===== config.mk =====
export PLATFORM = sky130hd
export DESIGN_NAME = control_decode
export DESIGN_NICKNAME = d
export VERILOG_FILES = /design/src/verilog/ctrl_pkg.sv /design/src/verilog/control_decode.sv /design/src/verilog/strobe_generator.sv /design/src/verilog/phase_sequencer.sv /design/src/verilog/instr_decoder.sv
export SDC_FILE = /design/constraint.sdc
export NUM_CORES = 1
export LEC_CHECK = 0
export ABC_AREA = 1
export BUFFER_PORTS_ARGS = -buffer_cell sky130_fd_sc_hd__buf_4
export CELL_PAD_IN_SITES_DETAIL_PLACEMENT = 1
export CELL_PAD_IN_SITES_GLOBAL_PLACEMENT = 1
export CORE_UTILIZATION = 39
export CTS_BUF_LIST = sky130_fd_sc_hd__clkbuf_4 sky130_fd_sc_hd__clkbuf_8
export DETAILED_ROUTE_END_ITERATION = 6
export MAX_ROUTING_LAYER = met4
export PLACE_DENSITY = 0.83
export SLEW_MARGIN = 20
export SYNTH_ARGS = -nofsm -noshare
export SYNTH_HDL_FRONTEND = slang
export SYNTH_SLANG_ARGS = --single-unit

===== constraint.sdc =====
create_clock -name clk -period 2.8 [get_ports clk]
set_clock_uncertainty 0.1 [all_clocks]
set_input_delay 0.56 -clock clk [delete_from_list [all_inputs] [get_ports clk]]
set_output_delay 0.56 -clock clk [all_outputs]
set_load 0.005 [all_outputs]

===== src/verilog/ctrl_pkg.sv =====
// Shared widths, instruction field positions and state encodings for the control decoder.
package ctrl_pkg;

    localparam int WORD_W     = 16;
    localparam int REG_ID_W   = 6;
    localparam int ALU_OP_W   = 5;
    localparam int MPTR_OFS_W = 12;

    localparam int OPC1_LSB   = 0;
    localparam int OPC1_W     = 4;
    localparam int R_OP2_LSB  = 4;  // R-type opcode2, also R-type reg1.
    localparam int R_OP2_W    = 6;
    localparam int E_OP2_LSB  = 4;  // E-type opcode2, also E-type reg1.
    localparam int E_OP2_W    = 4;
    localparam int R_REG2_LSB = 10; // R-type reg2, also R-type immediate.
    localparam int R_REG2_W   = 6;
    localparam int E_IMM_LSB  = 8;  // E-type immediate, also E-type offset.
    localparam int E_IMM_W    = 8;
    localparam int T_IMM_LSB  = 4;  // T-type immediate, also T-type offset.
    localparam int T_IMM_W    = 12;

    // Opcode2 codes of the 1100 group.
    localparam logic [R_OP2_W-1:0] OP2_LDAU      = 6'd59;
    localparam logic [R_OP2_W-1:0] OP2_POP       = 6'd60;
    localparam logic [R_OP2_W-1:0] OP2_PUSH      = 6'd61;
    localparam logic [R_OP2_W-1:0] OP2_INC       = 6'd62;
    localparam logic [R_OP2_W-1:0] OP2_DEC       = 6'd63;
    localparam logic [R_OP2_W-1:0] OP2_SHIFT_MIN = 6'd32; // Shifts run up to 58.

    typedef enum logic [OPC1_W-1:0] {
        LDR      = 4'b0000,
        LDRU     = 4'b0001,
        LD_MPTR  = 4'b0010,
        ST_MPTR  = 4'b0011,
        LDB_MPTR = 4'b0100,
        STB_MPTR = 4'b0101,
        LDA      = 4'b0110,
        LDMPTR   = 4'b0111,
        LDMPTRU  = 4'b1000,
        MOV      = 4'b1001,
        SJMP     = 4'b1010,
        SJMPF    = 4'b1011,
        GRP_R    = 4'b1100,
        GRP_E    = 4'b1101
    } opcode1_t;

    typedef enum logic [4:0] {
        OP_LDR, OP_LDRU, OP_LD_MPTR, OP_ST_MPTR, OP_LDB_MPTR, OP_STB_MPTR,
        OP_LDA, OP_LDAU, OP_LDMPTR, OP_LDMPTRU, OP_SJMP, OP_SJMPF,
        OP_PUSH, OP_POP, OP_INC, OP_DEC,
        OP_SHIFT_IMM, OP_ALU_REG, OP_ALU_IMM, OP_NOP
    } op_t;

    typedef enum logic [2:0] {
        FETCH_LO, FETCH_HI, EXEC_0, EXEC_1, EXEC_2, EXEC_3
    } phase_t;

endpackage

===== src/verilog/control_decode.sv =====
// Top level of the CPU control decoder; connects decode, phase sequencing and strobe generation.
`timescale 1ns/10ps

module control_decode (
    input  logic                            clk,
    input  logic                            reset,
    input  logic [ctrl_pkg::WORD_W-1:0]     instruction,
    input  logic                            flag,
    output logic                            pc_read, pc_readplusone, pc_offset, pc_inc,
    output logic                            ir_write, ir_writeu,
    output logic                            reg_file_read, reg_file_readu,
    output logic                            reg_file_write, reg_file_writeu,
    output logic                            reg_file_inc, reg_file_dec,
    output logic [ctrl_pkg::REG_ID_W-1:0]   reg_file_id,
    output logic                            mem_read, mem_write,
    output logic                            mptr_read_abus, mptr_read_abusplus,
    output logic                            mptr_write, mptr_writeu, mptr_offset,
    output logic [ctrl_pkg::MPTR_OFS_W-1:0] mptr_offsetin,
    output logic                            sp_read_abus, sp_inc, sp_dec,
    output logic [ctrl_pkg::ALU_OP_W-1:0]   alu_opcode,
    output logic                            alu_write, alu_writeu,
    output logic [ctrl_pkg::WORD_W-1:0]     dout,
    output logic                            dout_en
);

    ctrl_pkg::op_t                   op;
    ctrl_pkg::phase_t                phase;
    logic                            last_step;
    logic [ctrl_pkg::REG_ID_W-1:0]   reg_id;
    logic [ctrl_pkg::WORD_W-1:0]     data_word;
    logic [ctrl_pkg::ALU_OP_W-1:0]   alu_op;    // Decoded opcode before the output register.
    logic [ctrl_pkg::MPTR_OFS_W-1:0] mptr_ofs;

    instr_decoder i_decoder (
        .instruction   (instruction),
        .op            (op),
        .reg_id        (reg_id),
        .data_word     (data_word),
        .alu_opcode    (alu_op),
        .mptr_offsetin (mptr_ofs)
    );

    phase_sequencer i_sequencer (
        .clk       (clk),
        .reset     (reset),
        .last_step (last_step),
        .phase     (phase)
    );

    // All remaining port names match the wires and outputs above.
    strobe_generator i_strobes (.*);

endmodule


===== src/verilog/strobe_generator.sv =====
// Registered control strobes and data outputs for the current operation and phase.
`timescale 1ns/10ps

module strobe_generator (
    input  logic                            clk,
    input  logic                            reset,
    input  logic                            flag,
    input  ctrl_pkg::op_t                   op,
    input  ctrl_pkg::phase_t                phase,
    input  logic [ctrl_pkg::REG_ID_W-1:0]   reg_id,
    input  logic [ctrl_pkg::WORD_W-1:0]     data_word,
    input  logic [ctrl_pkg::ALU_OP_W-1:0]   alu_op,
    input  logic [ctrl_pkg::MPTR_OFS_W-1:0] mptr_ofs,
    output logic                            last_step,
    output logic                            pc_read, pc_readplusone, pc_offset, pc_inc,
    output logic                            ir_write, ir_writeu,
    output logic                            reg_file_read, reg_file_readu,
    output logic                            reg_file_write, reg_file_writeu,
    output logic                            reg_file_inc, reg_file_dec,
    output logic [ctrl_pkg::REG_ID_W-1:0]   reg_file_id,
    output logic                            mem_read, mem_write,
    output logic                            mptr_read_abus, mptr_read_abusplus,
    output logic                            mptr_write, mptr_writeu, mptr_offset,
    output logic [ctrl_pkg::MPTR_OFS_W-1:0] mptr_offsetin,
    output logic                            sp_read_abus, sp_inc, sp_dec,
    output logic [ctrl_pkg::ALU_OP_W-1:0]   alu_opcode,
    output logic                            alu_write, alu_writeu,
    output logic [ctrl_pkg::WORD_W-1:0]     dout,
    output logic                            dout_en
);

    logic is_load;  // Memory to register direction of the MPTR transfers.

    assign is_load = (op == ctrl_pkg::OP_LD_MPTR) || (op == ctrl_pkg::OP_LDB_MPTR);

    always_comb begin
        case (op)
            ctrl_pkg::OP_LD_MPTR, ctrl_pkg::OP_ST_MPTR: last_step = (phase == ctrl_pkg::EXEC_2);
            ctrl_pkg::OP_LDB_MPTR, ctrl_pkg::OP_STB_MPTR: last_step = (phase == ctrl_pkg::EXEC_1);
            ctrl_pkg::OP_PUSH, ctrl_pkg::OP_POP:        last_step = (phase == ctrl_pkg::EXEC_3);
            default:                                    last_step = (phase == ctrl_pkg::EXEC_0);
        endcase
    end

    always_ff @(posedge clk) begin
        {pc_read, pc_readplusone, pc_offset, pc_inc} <= 4'b0;
        {ir_write, ir_writeu} <= 2'b0;
        {reg_file_read, reg_file_readu, reg_file_write, reg_file_writeu} <= 4'b0;
        {reg_file_inc, reg_file_dec} <= 2'b0;
        {mem_read, mem_write} <= 2'b0;
        {mptr_read_abus, mptr_read_abusplus, mptr_write, mptr_writeu, mptr_offset} <= 5'b0;
        {sp_read_abus, sp_inc, sp_dec} <= 3'b0;
        {alu_write, alu_writeu} <= 2'b0;
        reg_file_id <= '0;
        mptr_offsetin <= '0;
        alu_opcode <= '0;
        dout <= '0;
        dout_en <= 1'b0;
        if (!reset) begin
            case (phase)
                ctrl_pkg::FETCH_LO: begin
                    pc_read <= 1'b1;
                    mem_read <= 1'b1;
                    ir_write <= 1'b1;
                end
                ctrl_pkg::FETCH_HI: begin
                    pc_readplusone <= 1'b1;
                    mem_read <= 1'b1;
                    ir_writeu <= 1'b1;
                end
                default: begin
                    case (op)
                        ctrl_pkg::OP_LDR, ctrl_pkg::OP_LDRU: begin
                            reg_file_write <= (op == ctrl_pkg::OP_LDR);
                            reg_file_writeu <= (op == ctrl_pkg::OP_LDRU);
                            reg_file_id <= reg_id;
                            dout <= data_word;
                            dout_en <= 1'b1;
                            pc_inc <= 1'b1;
                        end
                        ctrl_pkg::OP_LD_MPTR, ctrl_pkg::OP_ST_MPTR,
                        ctrl_pkg::OP_LDB_MPTR, ctrl_pkg::OP_STB_MPTR: begin
                            if (last_step) begin
                                mptr_offset <= 1'b1;  // Post-increment MPTR by the offset.
                                mptr_offsetin <= mptr_ofs;
                                pc_inc <= 1'b1;
                            end else begin
                                mptr_read_abus <= (phase == ctrl_pkg::EXEC_0);
                                mptr_read_abusplus <= (phase == ctrl_pkg::EXEC_1);
                                mem_read <= is_load;
                                mem_write <= !is_load;
                                reg_file_write <= is_load && (phase == ctrl_pkg::EXEC_0);
                                reg_file_writeu <= is_load && (phase == ctrl_pkg::EXEC_1);
                                reg_file_read <= !is_load && (phase == ctrl_pkg::EXEC_0);
                                reg_file_readu <= !is_load && (phase == ctrl_pkg::EXEC_1);
                                reg_file_id <= reg_id;
                            end
                        end
                        ctrl_pkg::OP_POP: begin
                            if (phase == ctrl_pkg::EXEC_0 || phase == ctrl_pkg::EXEC_2) begin
                                sp_read_abus <= 1'b1;
                                mem_read <= 1'b1;
                                reg_file_write <= (phase == ctrl_pkg::EXEC_0);
                                reg_file_writeu <= (phase == ctrl_pkg::EXEC_2);
                                reg_file_id <= reg_id;
                            end else begin
                                sp_inc <= 1'b1;
                                pc_inc <= last_step;
                            end
                        end
                        ctrl_pkg::OP_PUSH: begin
                            if (phase == ctrl_pkg::EXEC_1 || last_step) begin
                                sp_read_abus <= 1'b1;
                                mem_write <= 1'b1;
                                reg_file_readu <= (phase == ctrl_pkg::EXEC_1); // Upper byte first.
                                reg_file_read <= last_step;
                                reg_file_id <= reg_id;
                                pc_inc <= last_step;
                            end else begin
                                sp_dec <= 1'b1;
                            end
                        end
                        ctrl_pkg::OP_SJMP, ctrl_pkg::OP_SJMPF: begin
                            if (op == ctrl_pkg::OP_SJMP || flag) begin
                                pc_offset <= 1'b1;
                                dout <= data_word;
                                dout_en <= 1'b1;
                            end else begin
                                pc_inc <= 1'b1;
                            end
                        end
                        ctrl_pkg::OP_INC, ctrl_pkg::OP_DEC: begin
                            reg_file_inc <= (op == ctrl_pkg::OP_INC);
                            reg_file_dec <= (op == ctrl_pkg::OP_DEC);
                            reg_file_id <= reg_id;
                            pc_inc <= 1'b1;
                        end
                        ctrl_pkg::OP_ALU_REG: begin
                            reg_file_read <= 1'b1;
                            reg_file_id <= reg_id;
                            alu_opcode <= alu_op;
                            pc_inc <= 1'b1;
                        end
                        ctrl_pkg::OP_SHIFT_IMM, ctrl_pkg::OP_ALU_IMM: begin
                            alu_opcode <= alu_op;
                            dout <= data_word;
                            dout_en <= 1'b1;
                            pc_inc <= 1'b1;
                        end
                        ctrl_pkg::OP_LDA, ctrl_pkg::OP_LDAU: begin
                            alu_write <= (op == ctrl_pkg::OP_LDA);
                            alu_writeu <= (op == ctrl_pkg::OP_LDAU);
                            dout <= data_word;
                            dout_en <= 1'b1;
                            pc_inc <= 1'b1;
                        end
                        ctrl_pkg::OP_LDMPTR, ctrl_pkg::OP_LDMPTRU: begin
                            mptr_write <= (op == ctrl_pkg::OP_LDMPTR);
                            mptr_writeu <= (op == ctrl_pkg::OP_LDMPTRU);
                            dout <= data_word;
                            dout_en <= 1'b1;
                            pc_inc <= 1'b1;
                        end
                        default: pc_inc <= 1'b1;
                    endcase
                end
            endcase
        end
    end

    // One bus access per step, and a branch step never also steps the PC.
    a_mem_exclusive: assert property (@(posedge clk) disable iff (reset)
        !(mem_read && mem_write));
    a_pc_exclusive: assert property (@(posedge clk) disable iff (reset)
        !(pc_inc && pc_offset));

endmodule


===== src/verilog/phase_sequencer.sv =====
// Step counter that walks each instruction through its fetch and execute phases.
`timescale 1ns/10ps

module phase_sequencer (
    input  logic               clk,
    input  logic               reset,
    input  logic               last_step,
    output ctrl_pkg::phase_t   phase
);

    always_ff @(posedge clk) begin
        if (reset || last_step) begin
            phase <= ctrl_pkg::FETCH_LO;
        end else begin
            phase <= ctrl_pkg::phase_t'(phase + 3'd1);
        end
    end

    // The strobe generator must end every operation by the fourth execute step.
    a_no_phase_overrun: assert property (@(posedge clk) disable iff (reset)
        phase == ctrl_pkg::EXEC_3 |-> last_step);

endmodule


===== src/verilog/instr_decoder.sv =====
// Combinational instruction decode into an operation, register id, data word and ALU fields.
`timescale 1ns/10ps

module instr_decoder (
    input  logic [ctrl_pkg::WORD_W-1:0]     instruction,
    output ctrl_pkg::op_t                   op,
    output logic [ctrl_pkg::REG_ID_W-1:0]   reg_id,
    output logic [ctrl_pkg::WORD_W-1:0]     data_word,
    output logic [ctrl_pkg::ALU_OP_W-1:0]   alu_opcode,
    output logic [ctrl_pkg::MPTR_OFS_W-1:0] mptr_offsetin
);

    ctrl_pkg::opcode1_t              opcode1;
    logic [ctrl_pkg::R_OP2_W-1:0]    r_op2;
    logic [ctrl_pkg::E_OP2_W-1:0]    e_field;  // Opcode2 or reg1 of an E-type word.
    logic [ctrl_pkg::R_REG2_W-1:0]   r_field;  // Reg2 or immediate of an R-type word.
    logic [ctrl_pkg::E_IMM_W-1:0]    e_imm;
    logic [ctrl_pkg::T_IMM_W-1:0]    t_imm;
    logic [ctrl_pkg::WORD_W-1:0]     e_imm_sx;
    logic [ctrl_pkg::WORD_W-1:0]     e_imm_zx;
    logic [ctrl_pkg::WORD_W-1:0]     t_imm_sx;
    logic [ctrl_pkg::WORD_W-1:0]     t_imm_zx;
    logic [ctrl_pkg::WORD_W-1:0]     r_imm_zx;

    assign opcode1 = ctrl_pkg::opcode1_t'(instruction[ctrl_pkg::OPC1_LSB +: ctrl_pkg::OPC1_W]);
    assign r_op2   = instruction[ctrl_pkg::R_OP2_LSB +: ctrl_pkg::R_OP2_W];
    assign e_field = instruction[ctrl_pkg::E_OP2_LSB +: ctrl_pkg::E_OP2_W];
    assign r_field = instruction[ctrl_pkg::R_REG2_LSB +: ctrl_pkg::R_REG2_W];
    assign e_imm   = instruction[ctrl_pkg::E_IMM_LSB +: ctrl_pkg::E_IMM_W];
    assign t_imm   = instruction[ctrl_pkg::T_IMM_LSB +: ctrl_pkg::T_IMM_W];

    // Every field ends at bit 15, so its top bit is the sign.
    assign e_imm_sx = {{(ctrl_pkg::WORD_W - ctrl_pkg::E_IMM_W){e_imm[ctrl_pkg::E_IMM_W-1]}}, e_imm};
    assign e_imm_zx = {{(ctrl_pkg::WORD_W - ctrl_pkg::E_IMM_W){1'b0}}, e_imm};
    assign t_imm_sx = {{(ctrl_pkg::WORD_W - ctrl_pkg::T_IMM_W){t_imm[ctrl_pkg::T_IMM_W-1]}}, t_imm};
    assign t_imm_zx = {{(ctrl_pkg::WORD_W - ctrl_pkg::T_IMM_W){1'b0}}, t_imm};
    assign r_imm_zx = {{(ctrl_pkg::WORD_W - ctrl_pkg::R_REG2_W){1'b0}}, r_field};

    always_comb begin
        case (opcode1)
            ctrl_pkg::LDR:      op = ctrl_pkg::OP_LDR;
            ctrl_pkg::LDRU:     op = ctrl_pkg::OP_LDRU;
            ctrl_pkg::LD_MPTR:  op = ctrl_pkg::OP_LD_MPTR;
            ctrl_pkg::ST_MPTR:  op = ctrl_pkg::OP_ST_MPTR;
            ctrl_pkg::LDB_MPTR: op = ctrl_pkg::OP_LDB_MPTR;
            ctrl_pkg::STB_MPTR: op = ctrl_pkg::OP_STB_MPTR;
            ctrl_pkg::LDA:      op = ctrl_pkg::OP_LDA;
            ctrl_pkg::LDMPTR:   op = ctrl_pkg::OP_LDMPTR;
            ctrl_pkg::LDMPTRU:  op = ctrl_pkg::OP_LDMPTRU;
            ctrl_pkg::SJMP:     op = ctrl_pkg::OP_SJMP;
            ctrl_pkg::SJMPF:    op = ctrl_pkg::OP_SJMPF;
            ctrl_pkg::GRP_E:    op = ctrl_pkg::OP_ALU_IMM;
            ctrl_pkg::GRP_R: begin
                case (r_op2)
                    ctrl_pkg::OP2_LDAU: op = ctrl_pkg::OP_LDAU;
                    ctrl_pkg::OP2_POP:  op = ctrl_pkg::OP_POP;
                    ctrl_pkg::OP2_PUSH: op = ctrl_pkg::OP_PUSH;
                    ctrl_pkg::OP2_INC:  op = ctrl_pkg::OP_INC;
                    ctrl_pkg::OP2_DEC:  op = ctrl_pkg::OP_DEC;
                    default: begin
                        op = (r_op2 >= ctrl_pkg::OP2_SHIFT_MIN) ? ctrl_pkg::OP_SHIFT_IMM
                                                                : ctrl_pkg::OP_ALU_REG;
                    end
                endcase
            end
            default:            op = ctrl_pkg::OP_NOP;  // MOV and the unused 1110 and 1111.
        endcase
    end

    always_comb begin
        case (op)
            ctrl_pkg::OP_LDR, ctrl_pkg::OP_ALU_IMM:                   data_word = e_imm_sx;
            ctrl_pkg::OP_LDRU:                                        data_word = e_imm_zx;
            ctrl_pkg::OP_LDA, ctrl_pkg::OP_SJMP, ctrl_pkg::OP_SJMPF:  data_word = t_imm_sx;
            ctrl_pkg::OP_LDMPTR, ctrl_pkg::OP_LDMPTRU:                data_word = t_imm_zx;
            ctrl_pkg::OP_LDAU, ctrl_pkg::OP_SHIFT_IMM:                data_word = r_imm_zx;
            default:                                                  data_word = '0;
        endcase
    end

    assign reg_id = (opcode1 == ctrl_pkg::GRP_R) ? r_field
                  : {{(ctrl_pkg::REG_ID_W - ctrl_pkg::E_OP2_W){1'b0}}, e_field};
    assign alu_opcode = (opcode1 == ctrl_pkg::GRP_E) ? {1'b0, e_field}
                      : r_op2[ctrl_pkg::ALU_OP_W-1:0];
    assign mptr_offsetin = {{(ctrl_pkg::MPTR_OFS_W - ctrl_pkg::E_IMM_W){1'b0}}, e_imm};

endmodule


After elaboration in Yosys (flattened, before gate mapping):

Cells that the tools add are included.

* bits in registers: 65
* output and inout port bits: 64

* reduce and logical (&&, ||, !) cells: 41
* bitwise operators: 9
* magnitude comparators: 1
* add/subtract/negate cells: 1
* equality and inequality tests: 40
* multiplexer cells: 42

Operator list (number)
* one-hot mux 16 bit (5 select lines): 1
* one-hot mux 5 bit (13 select lines): 1
* == test 5 x 4 -> 1 bit, second input constant: 8
* OR reduction 4 bit: 9
* one-hot mux 16 bit (2 select lines): 1
* == test 6 bit, second input constant: 5
* one-hot mux 5 bit (5 select lines): 1
* 2-to-1 mux 6 bit: 4
* one-hot mux 6 bit (4 select lines): 1
* 2-to-1 mux 1 bit: 22
* OR reduction 2 bit: 11
* == test 4 bit, second input constant: 5
* == test 5 x 3 -> 1 bit, second input constant: 4
* OR reduction 5 bit: 4
* == test 4 x 3 -> 1 bit, second input constant: 4
* 2-to-1 mux 16 bit: 1
* == test 5 bit, second input constant: 3
* one-hot mux 1 bit (3 select lines): 4
* == test 5 x 2 -> 1 bit, second input constant: 2
* one-hot mux 1 bit (2 select lines): 5
* NOT 1 bit: 9
* OR reduction 3 bit: 3
* == test 4 x 2 -> 1 bit, second input constant: 2
* OR reduction 8 bit: 1
* other kinds (14): 23

Logic depth before layout (Yosys ltp):

* word-level depth: 10
* depth in mapped cells: 14

Modules after synthesis:

A second synthesis with hierarchy kept.

* cell total of the unflattened synthesis: 417
* area, all modules: 3042.9 um^2

By module, submodules not included
* strobe_generator: area each 2144.6 um^2, times used 1, cells each 261, seq. area each 1241.2 um^2
* instr_decoder: area each 789.5 um^2, times used 1, cells each 143, seq. area each 0.0 um^2
* phase_sequencer: area each 108.9 um^2, times used 1, cells each 13, seq. area each 60.1 um^2

Least setup slack after synthesis:

Ideal clock, no wire load.

* kind: input-to-reg
* start point: input port instruction[3] in the netlist's numbering
* end point: register i_strobes.reg_file_id[0] in the netlist's numbering
* arrival time: 1782 ps
* cell stages on the path: 12
* slack: 803 ps
* path buffers: 1
* setup time: 116 ps
* required time: 2584 ps
* path through: buf_4 -> nand2_1 -> nor2_4 -> nand2_2 -> inv_2 -> nand3_2 -> nor2_1 -> nor2_2 -> nand3b_1 -> nand2_1 -> nor2_4 -> nor2_1

* cells in the longest elaborated chain, start to end: 8
* elaborated cells on any way between the ends: 37

RTL lines
* start: declaration: RTL line control_decode.sv:7 `input logic [ctrl_pkg::WORD_W-1:0] instruction,`
* == test 4 bit (tied with other cells): RTL line instr_decoder.sv:40, instr_decoder.sv:81
* one-hot mux 5 bit (13 select lines): RTL line instr_decoder.sv:40 `case (opcode1)`
* == test 5 x 4 -> 1 bit (tied with other cells): RTL line strobe_generator.sv:37, strobe_generator.sv:72
* OR reduction 2 bit: RTL line strobe_generator.sv:37 `case (op)`
* one-hot mux 1 bit (3 select lines): RTL line strobe_generator.sv:37
* logical OR 1 bit: RTL line strobe_generator.sv:112 `if (phase == ctrl_pkg::EXEC_1 || last_step) begin`
* 2-to-1 mux 6 bit: RTL line strobe_generator.sv:112
* one-hot mux 6 bit (4 select lines) (*): RTL line strobe_generator.sv:72 `case (op)`
* end signal: assignment: RTL line strobe_generator.sv:76 `reg_file_id <= reg_id;`
* end signal: assignment: RTL line strobe_generator.sv:105 `reg_file_id <= reg_id;`
* end signal: assignment: RTL line strobe_generator.sv:117 `reg_file_id <= reg_id;`
* end: declaration: RTL line strobe_generator.sv:20 `output logic [ctrl_pkg::REG_ID_W-1:0] reg_file_id,`

Every way passes the cells marked *; elsewhere a longest branch is shown, timed or not.
A chain may end at the register's enable or synchronous reset.

Final worst setup path:

* start point: register i_sequencer.phase[0]
* end point: register i_strobes.mptr_offsetin[5] in the netlist's numbering

* cells in the longest elaborated chain, start to end: 4
* elaborated cells on any way between the ends: 9

RTL lines
* start: declaration: RTL line phase_sequencer.sv:8 `output ctrl_pkg::phase_t phase`
* start signal: assignment: RTL line phase_sequencer.sv:13 `phase <= ctrl_pkg::FETCH_LO;`
* start signal: assignment: RTL line phase_sequencer.sv:15 `phase <= ctrl_pkg::phase_t'(phase + 3'd1);`
* == test 3 x 2 -> 1 bit (tied with other cells): RTL line strobe_generator.sv:41 `default: last_step = (phase == ctrl_pkg::EXEC_0);`
* one-hot mux 1 bit (3 select lines): RTL line strobe_generator.sv:37
* NOT 1 bit (no source line)
* OR reduction 5 bit (no source line) (*)
* end signal: assignment: RTL line strobe_generator.sv:85 `mptr_offsetin <= mptr_ofs;`
* end: declaration: RTL line strobe_generator.sv:24 `output logic [ctrl_pkg::MPTR_OFS_W-1:0] mptr_offsetin,`

Marks and branches as above.

==> run_results.csv <==
group,metric,value,unit
outcome,outcome,"complete, but fails checks",
outcome,violations,"DRC",
drt,dr.first_iter.drc_count,137,
critical_path,slowest_stage,"inv_1",
place,dp_hpwl,6120,microns
timing,period_share,76.3,%
cts,cts_resized,0,
pwr,peakVddDrop,298,uV
grt,grt_usage,24.2,%
layout,fin_cells,529,
drt,drtAntennaViolNets,0,
critical_path,cp-start-kind,"flip-flop",
timing,period_needed,2.14,ns
synthesis,synthDistinctLibCells,28,
pwr,p_per_area,576,mW/mm^2
cts,cts_setup_buffers,0,
timing,tns,0,ns
layout,area_growth,30.6,%
min_path,hp-class,"in2reg",
place,place.gp.congestion,0.908,
run,maxCapViolations,0,
cts,root_buffer,"clkbuf_8",
place,placed_cells,513,
layout,fillCellCount,850,
cts,hold_buffers,0,
cts,cts_buffers,9,
place,dpl_worst_slack,0.439,ns
timing,slew_violations,0,
grt,grt_start_max_net_pins,15,
synthesis,synthTopCellsByArea,"dfxtp_1, nor2_1, nand2_1, inv_1, nand3_1",
cts,tritoncts,"done",
pwr,total_power,1.97,mW
cts,cts.path.max_buffers,2,
critical_path,cpPeakStageDelay,0.43,ns
cts,cts_max_level,3,
layout,fin_nets,471,
synthesis,yosysWarningCount,0,
synthesis,seq_area_frac_synth,44.3,%
synthesis,syn_area_per_cell,7.16,sq um
critical_path,crit_arrival,2.31,ns
floorplanning,dieArea,0.00705,sq mm
cts,clk_pin_slew,0.07,ns
drt,via_count,2598,
grt,grt_pass1_vias,2692,
floorplanning,pin_count,83,
drt,wl_per_cell,14.9,microns
timing,setup_viol,0,
synthesis,synth_top_area_cell,"dfxtp_1",
floorplanning,rows,29,
timing,fmax,0.468,GHz
critical_path,crit_type,"reg2reg",
floorplanning,dieHeight,84.0,microns
grt,grt_first_pass_wirelength,12900,microns
critical_path,path_cells,"inv_1 -> ha_1 -> nand2_1 -> nand3_1 -> inv_1 -> nand2_1 -> nor2_1",
synthesis,syn_area,0.00262,sq mm
layout,diodes,0,
drt,avgViaCountPerCell,4.91,
timing,setup_ws,0.663,ns
synthesis,synth_top_area_share,44.3,%
critical_path,cp_max_fo,11,
timing,hold_violations,0,
floorplanning,initial_core_util,40.8,%
floorplanning,die_w,84.0,microns
floorplanning,core_region_area,0.00642,sq mm
synthesis,yosys_register_bits,58,
critical_path,crit_path_end_kind,"flip-flop",
grt,overflow,0,
drt,finalWirelength,7880,microns
layout,drive_above_1_share,26.8,%
cts,clk_latency,0.35,ns
place,io_buffers,78,
synthesis,syn_inst,366,
timing,rsz0062_at_grt,"false",
critical_path,required,2.97,ns
drt,dr.pass1.iters,7,
grt,antenna_found_initial,0,
drt,drc,12,
cts,clkSinkCount,58,
pwr,power_leakage,1.80,nW
[where the power goes]
part | internal, mW | switching [mW] | total, mW
Clock | 0.429 | 0.329 | 0.758
Combinational | 0.120 | 0.224 | 0.344
Sequential | 0.855 | 0.0154 | 0.870
[final cells by class]
cell class	count	area [sq um]	area share [%]
clock buffers	11	139	4.06
flip-flops and latches	58	1160	33.9
clock inverters	5	53.8	1.57
well taps	77	96.3	2.81
inverters	49	184	5.37
repair buffers	79	593	17.3
multi-input cells	250	1200	34.9
[cells in the mapped netlist]
cell,n
conb_1,1
nand3_2,3
nand3b_1,2
inv_1,44
nand4_1,4
nand3_1,21
dfxtp_1,58
nor2_2,3
inv_2,5
nand2_4,2
nor2_4,3
a21oi_1,20
ha_1,5
buf_2,1
nand3_4,1
nor2_1,86
nor3_1,4
nand2_2,7
o21ai_4,1
nor2b_1,1
nand2_1,72
buf_4,10
nand4_2,1
buf_6,1
o21ai_0,6
a22oi_1,2
o211ai_1,1
o22ai_1,1
[path summary, 6_finish.rpt]
kind                                      startpoint                    endpoint  slack, ns  depth (start not counted)
worst max-delay path            i_sequencer.phase[0]  i_strobes.mptr_offsetin[5]       0.66                          7
worst min-delay path                           reset          i_strobes.mem_read       0.30                          2
worst max register to register  i_sequencer.phase[0]  i_strobes.mptr_offsetin[5]       0.66                          7
worst min register to register  i_sequencer.phase[0]        i_sequencer.phase[0]       0.38                          1
[per-layer routing]
| layer | part of all wire (%) | global-route usage [%] | vias to the layer above | routed length (microns) |
|---|---|---|---|---|
| met5 | 0 | - | - | 0 |
| met1 | 42 | 27.1 | 1233 | 3330 |
| met3 | 5.4 | 6.82 | 12 | 429 |
| met2 | 51 | 42.4 | 66 | 4010 |
| met4 | 1.4 | 6.27 | 0 | 113 |
| li1 | - | - | 1287 | - |
[cells in the final DEF, fill, tap and decap left out, types with 2 or more instances in the layout]
cell      count
o21ai_0       6
nor2_4        3
ha_1          5
a21oi_1      20
nand2_4       2
nand2_1      72
nor3_1        4
nand2_2       7
conb_1        4
nand3b_1      2
nand4_1       4
clkinv_2      3
inv_2         5
a22oi_1       2
nand3_1      21
clkbuf_8      9
nor2_1       86
buf_4        79
nor2_2        3
inv_1        44
dfxtp_1      58
nand3_2       3
clkbuf_4      2
[kinds of logic (layout without fill, tap and decap cells)]
family / after synthesis / after routing / share of synthesized area [%]
adder cells (fa/ha/maj): 5 / 5 / 2.39
buffers and inverters: 61 / 144 / 10.5
other: 1 / 4 / 0.143
AND/OR/NAND/NOR: 210 / 210 / 36.0
AO/OA/AOI/OAI: 31 / 31 / 6.68
flip-flops: 58 / 58 / 44.3
[registers in the layout, summed over array words and instances, names as in the netlist, 3 cells and up]
name / count
i_strobes.dout: 13
i_sequencer.phase: 3
i_strobes.mptr_offsetin: 8
i_strobes.reg_file_id: 6
i_strobes.alu_opcode: 5
[through the flow]
| stage | hold WS [ns] | util, % | instance area, sq um |
|---|---|---|---|
| floorplan | 0.333 | - | 2630 |
| global placement | 0.350 | 50.3 | 3230 |
| detailed placement | 0.362 | 50.3 | 3230 |
| CTS | 0.295 | 53.3 | 3420 |
| global route | 0.292 | 53.3 | 3420 |
| finish | 0.296 | 53.3 | 3420 |
[critical path, delay by kind of cell, from the launching register on]
family	cells	cell delay [ns]
fa+ha+maj	1	0.22
buf+inv	2	0.52
flops	1	0.39
simple gates	4	0.82
Note: power is estimated with default switching activity, not from simulation.
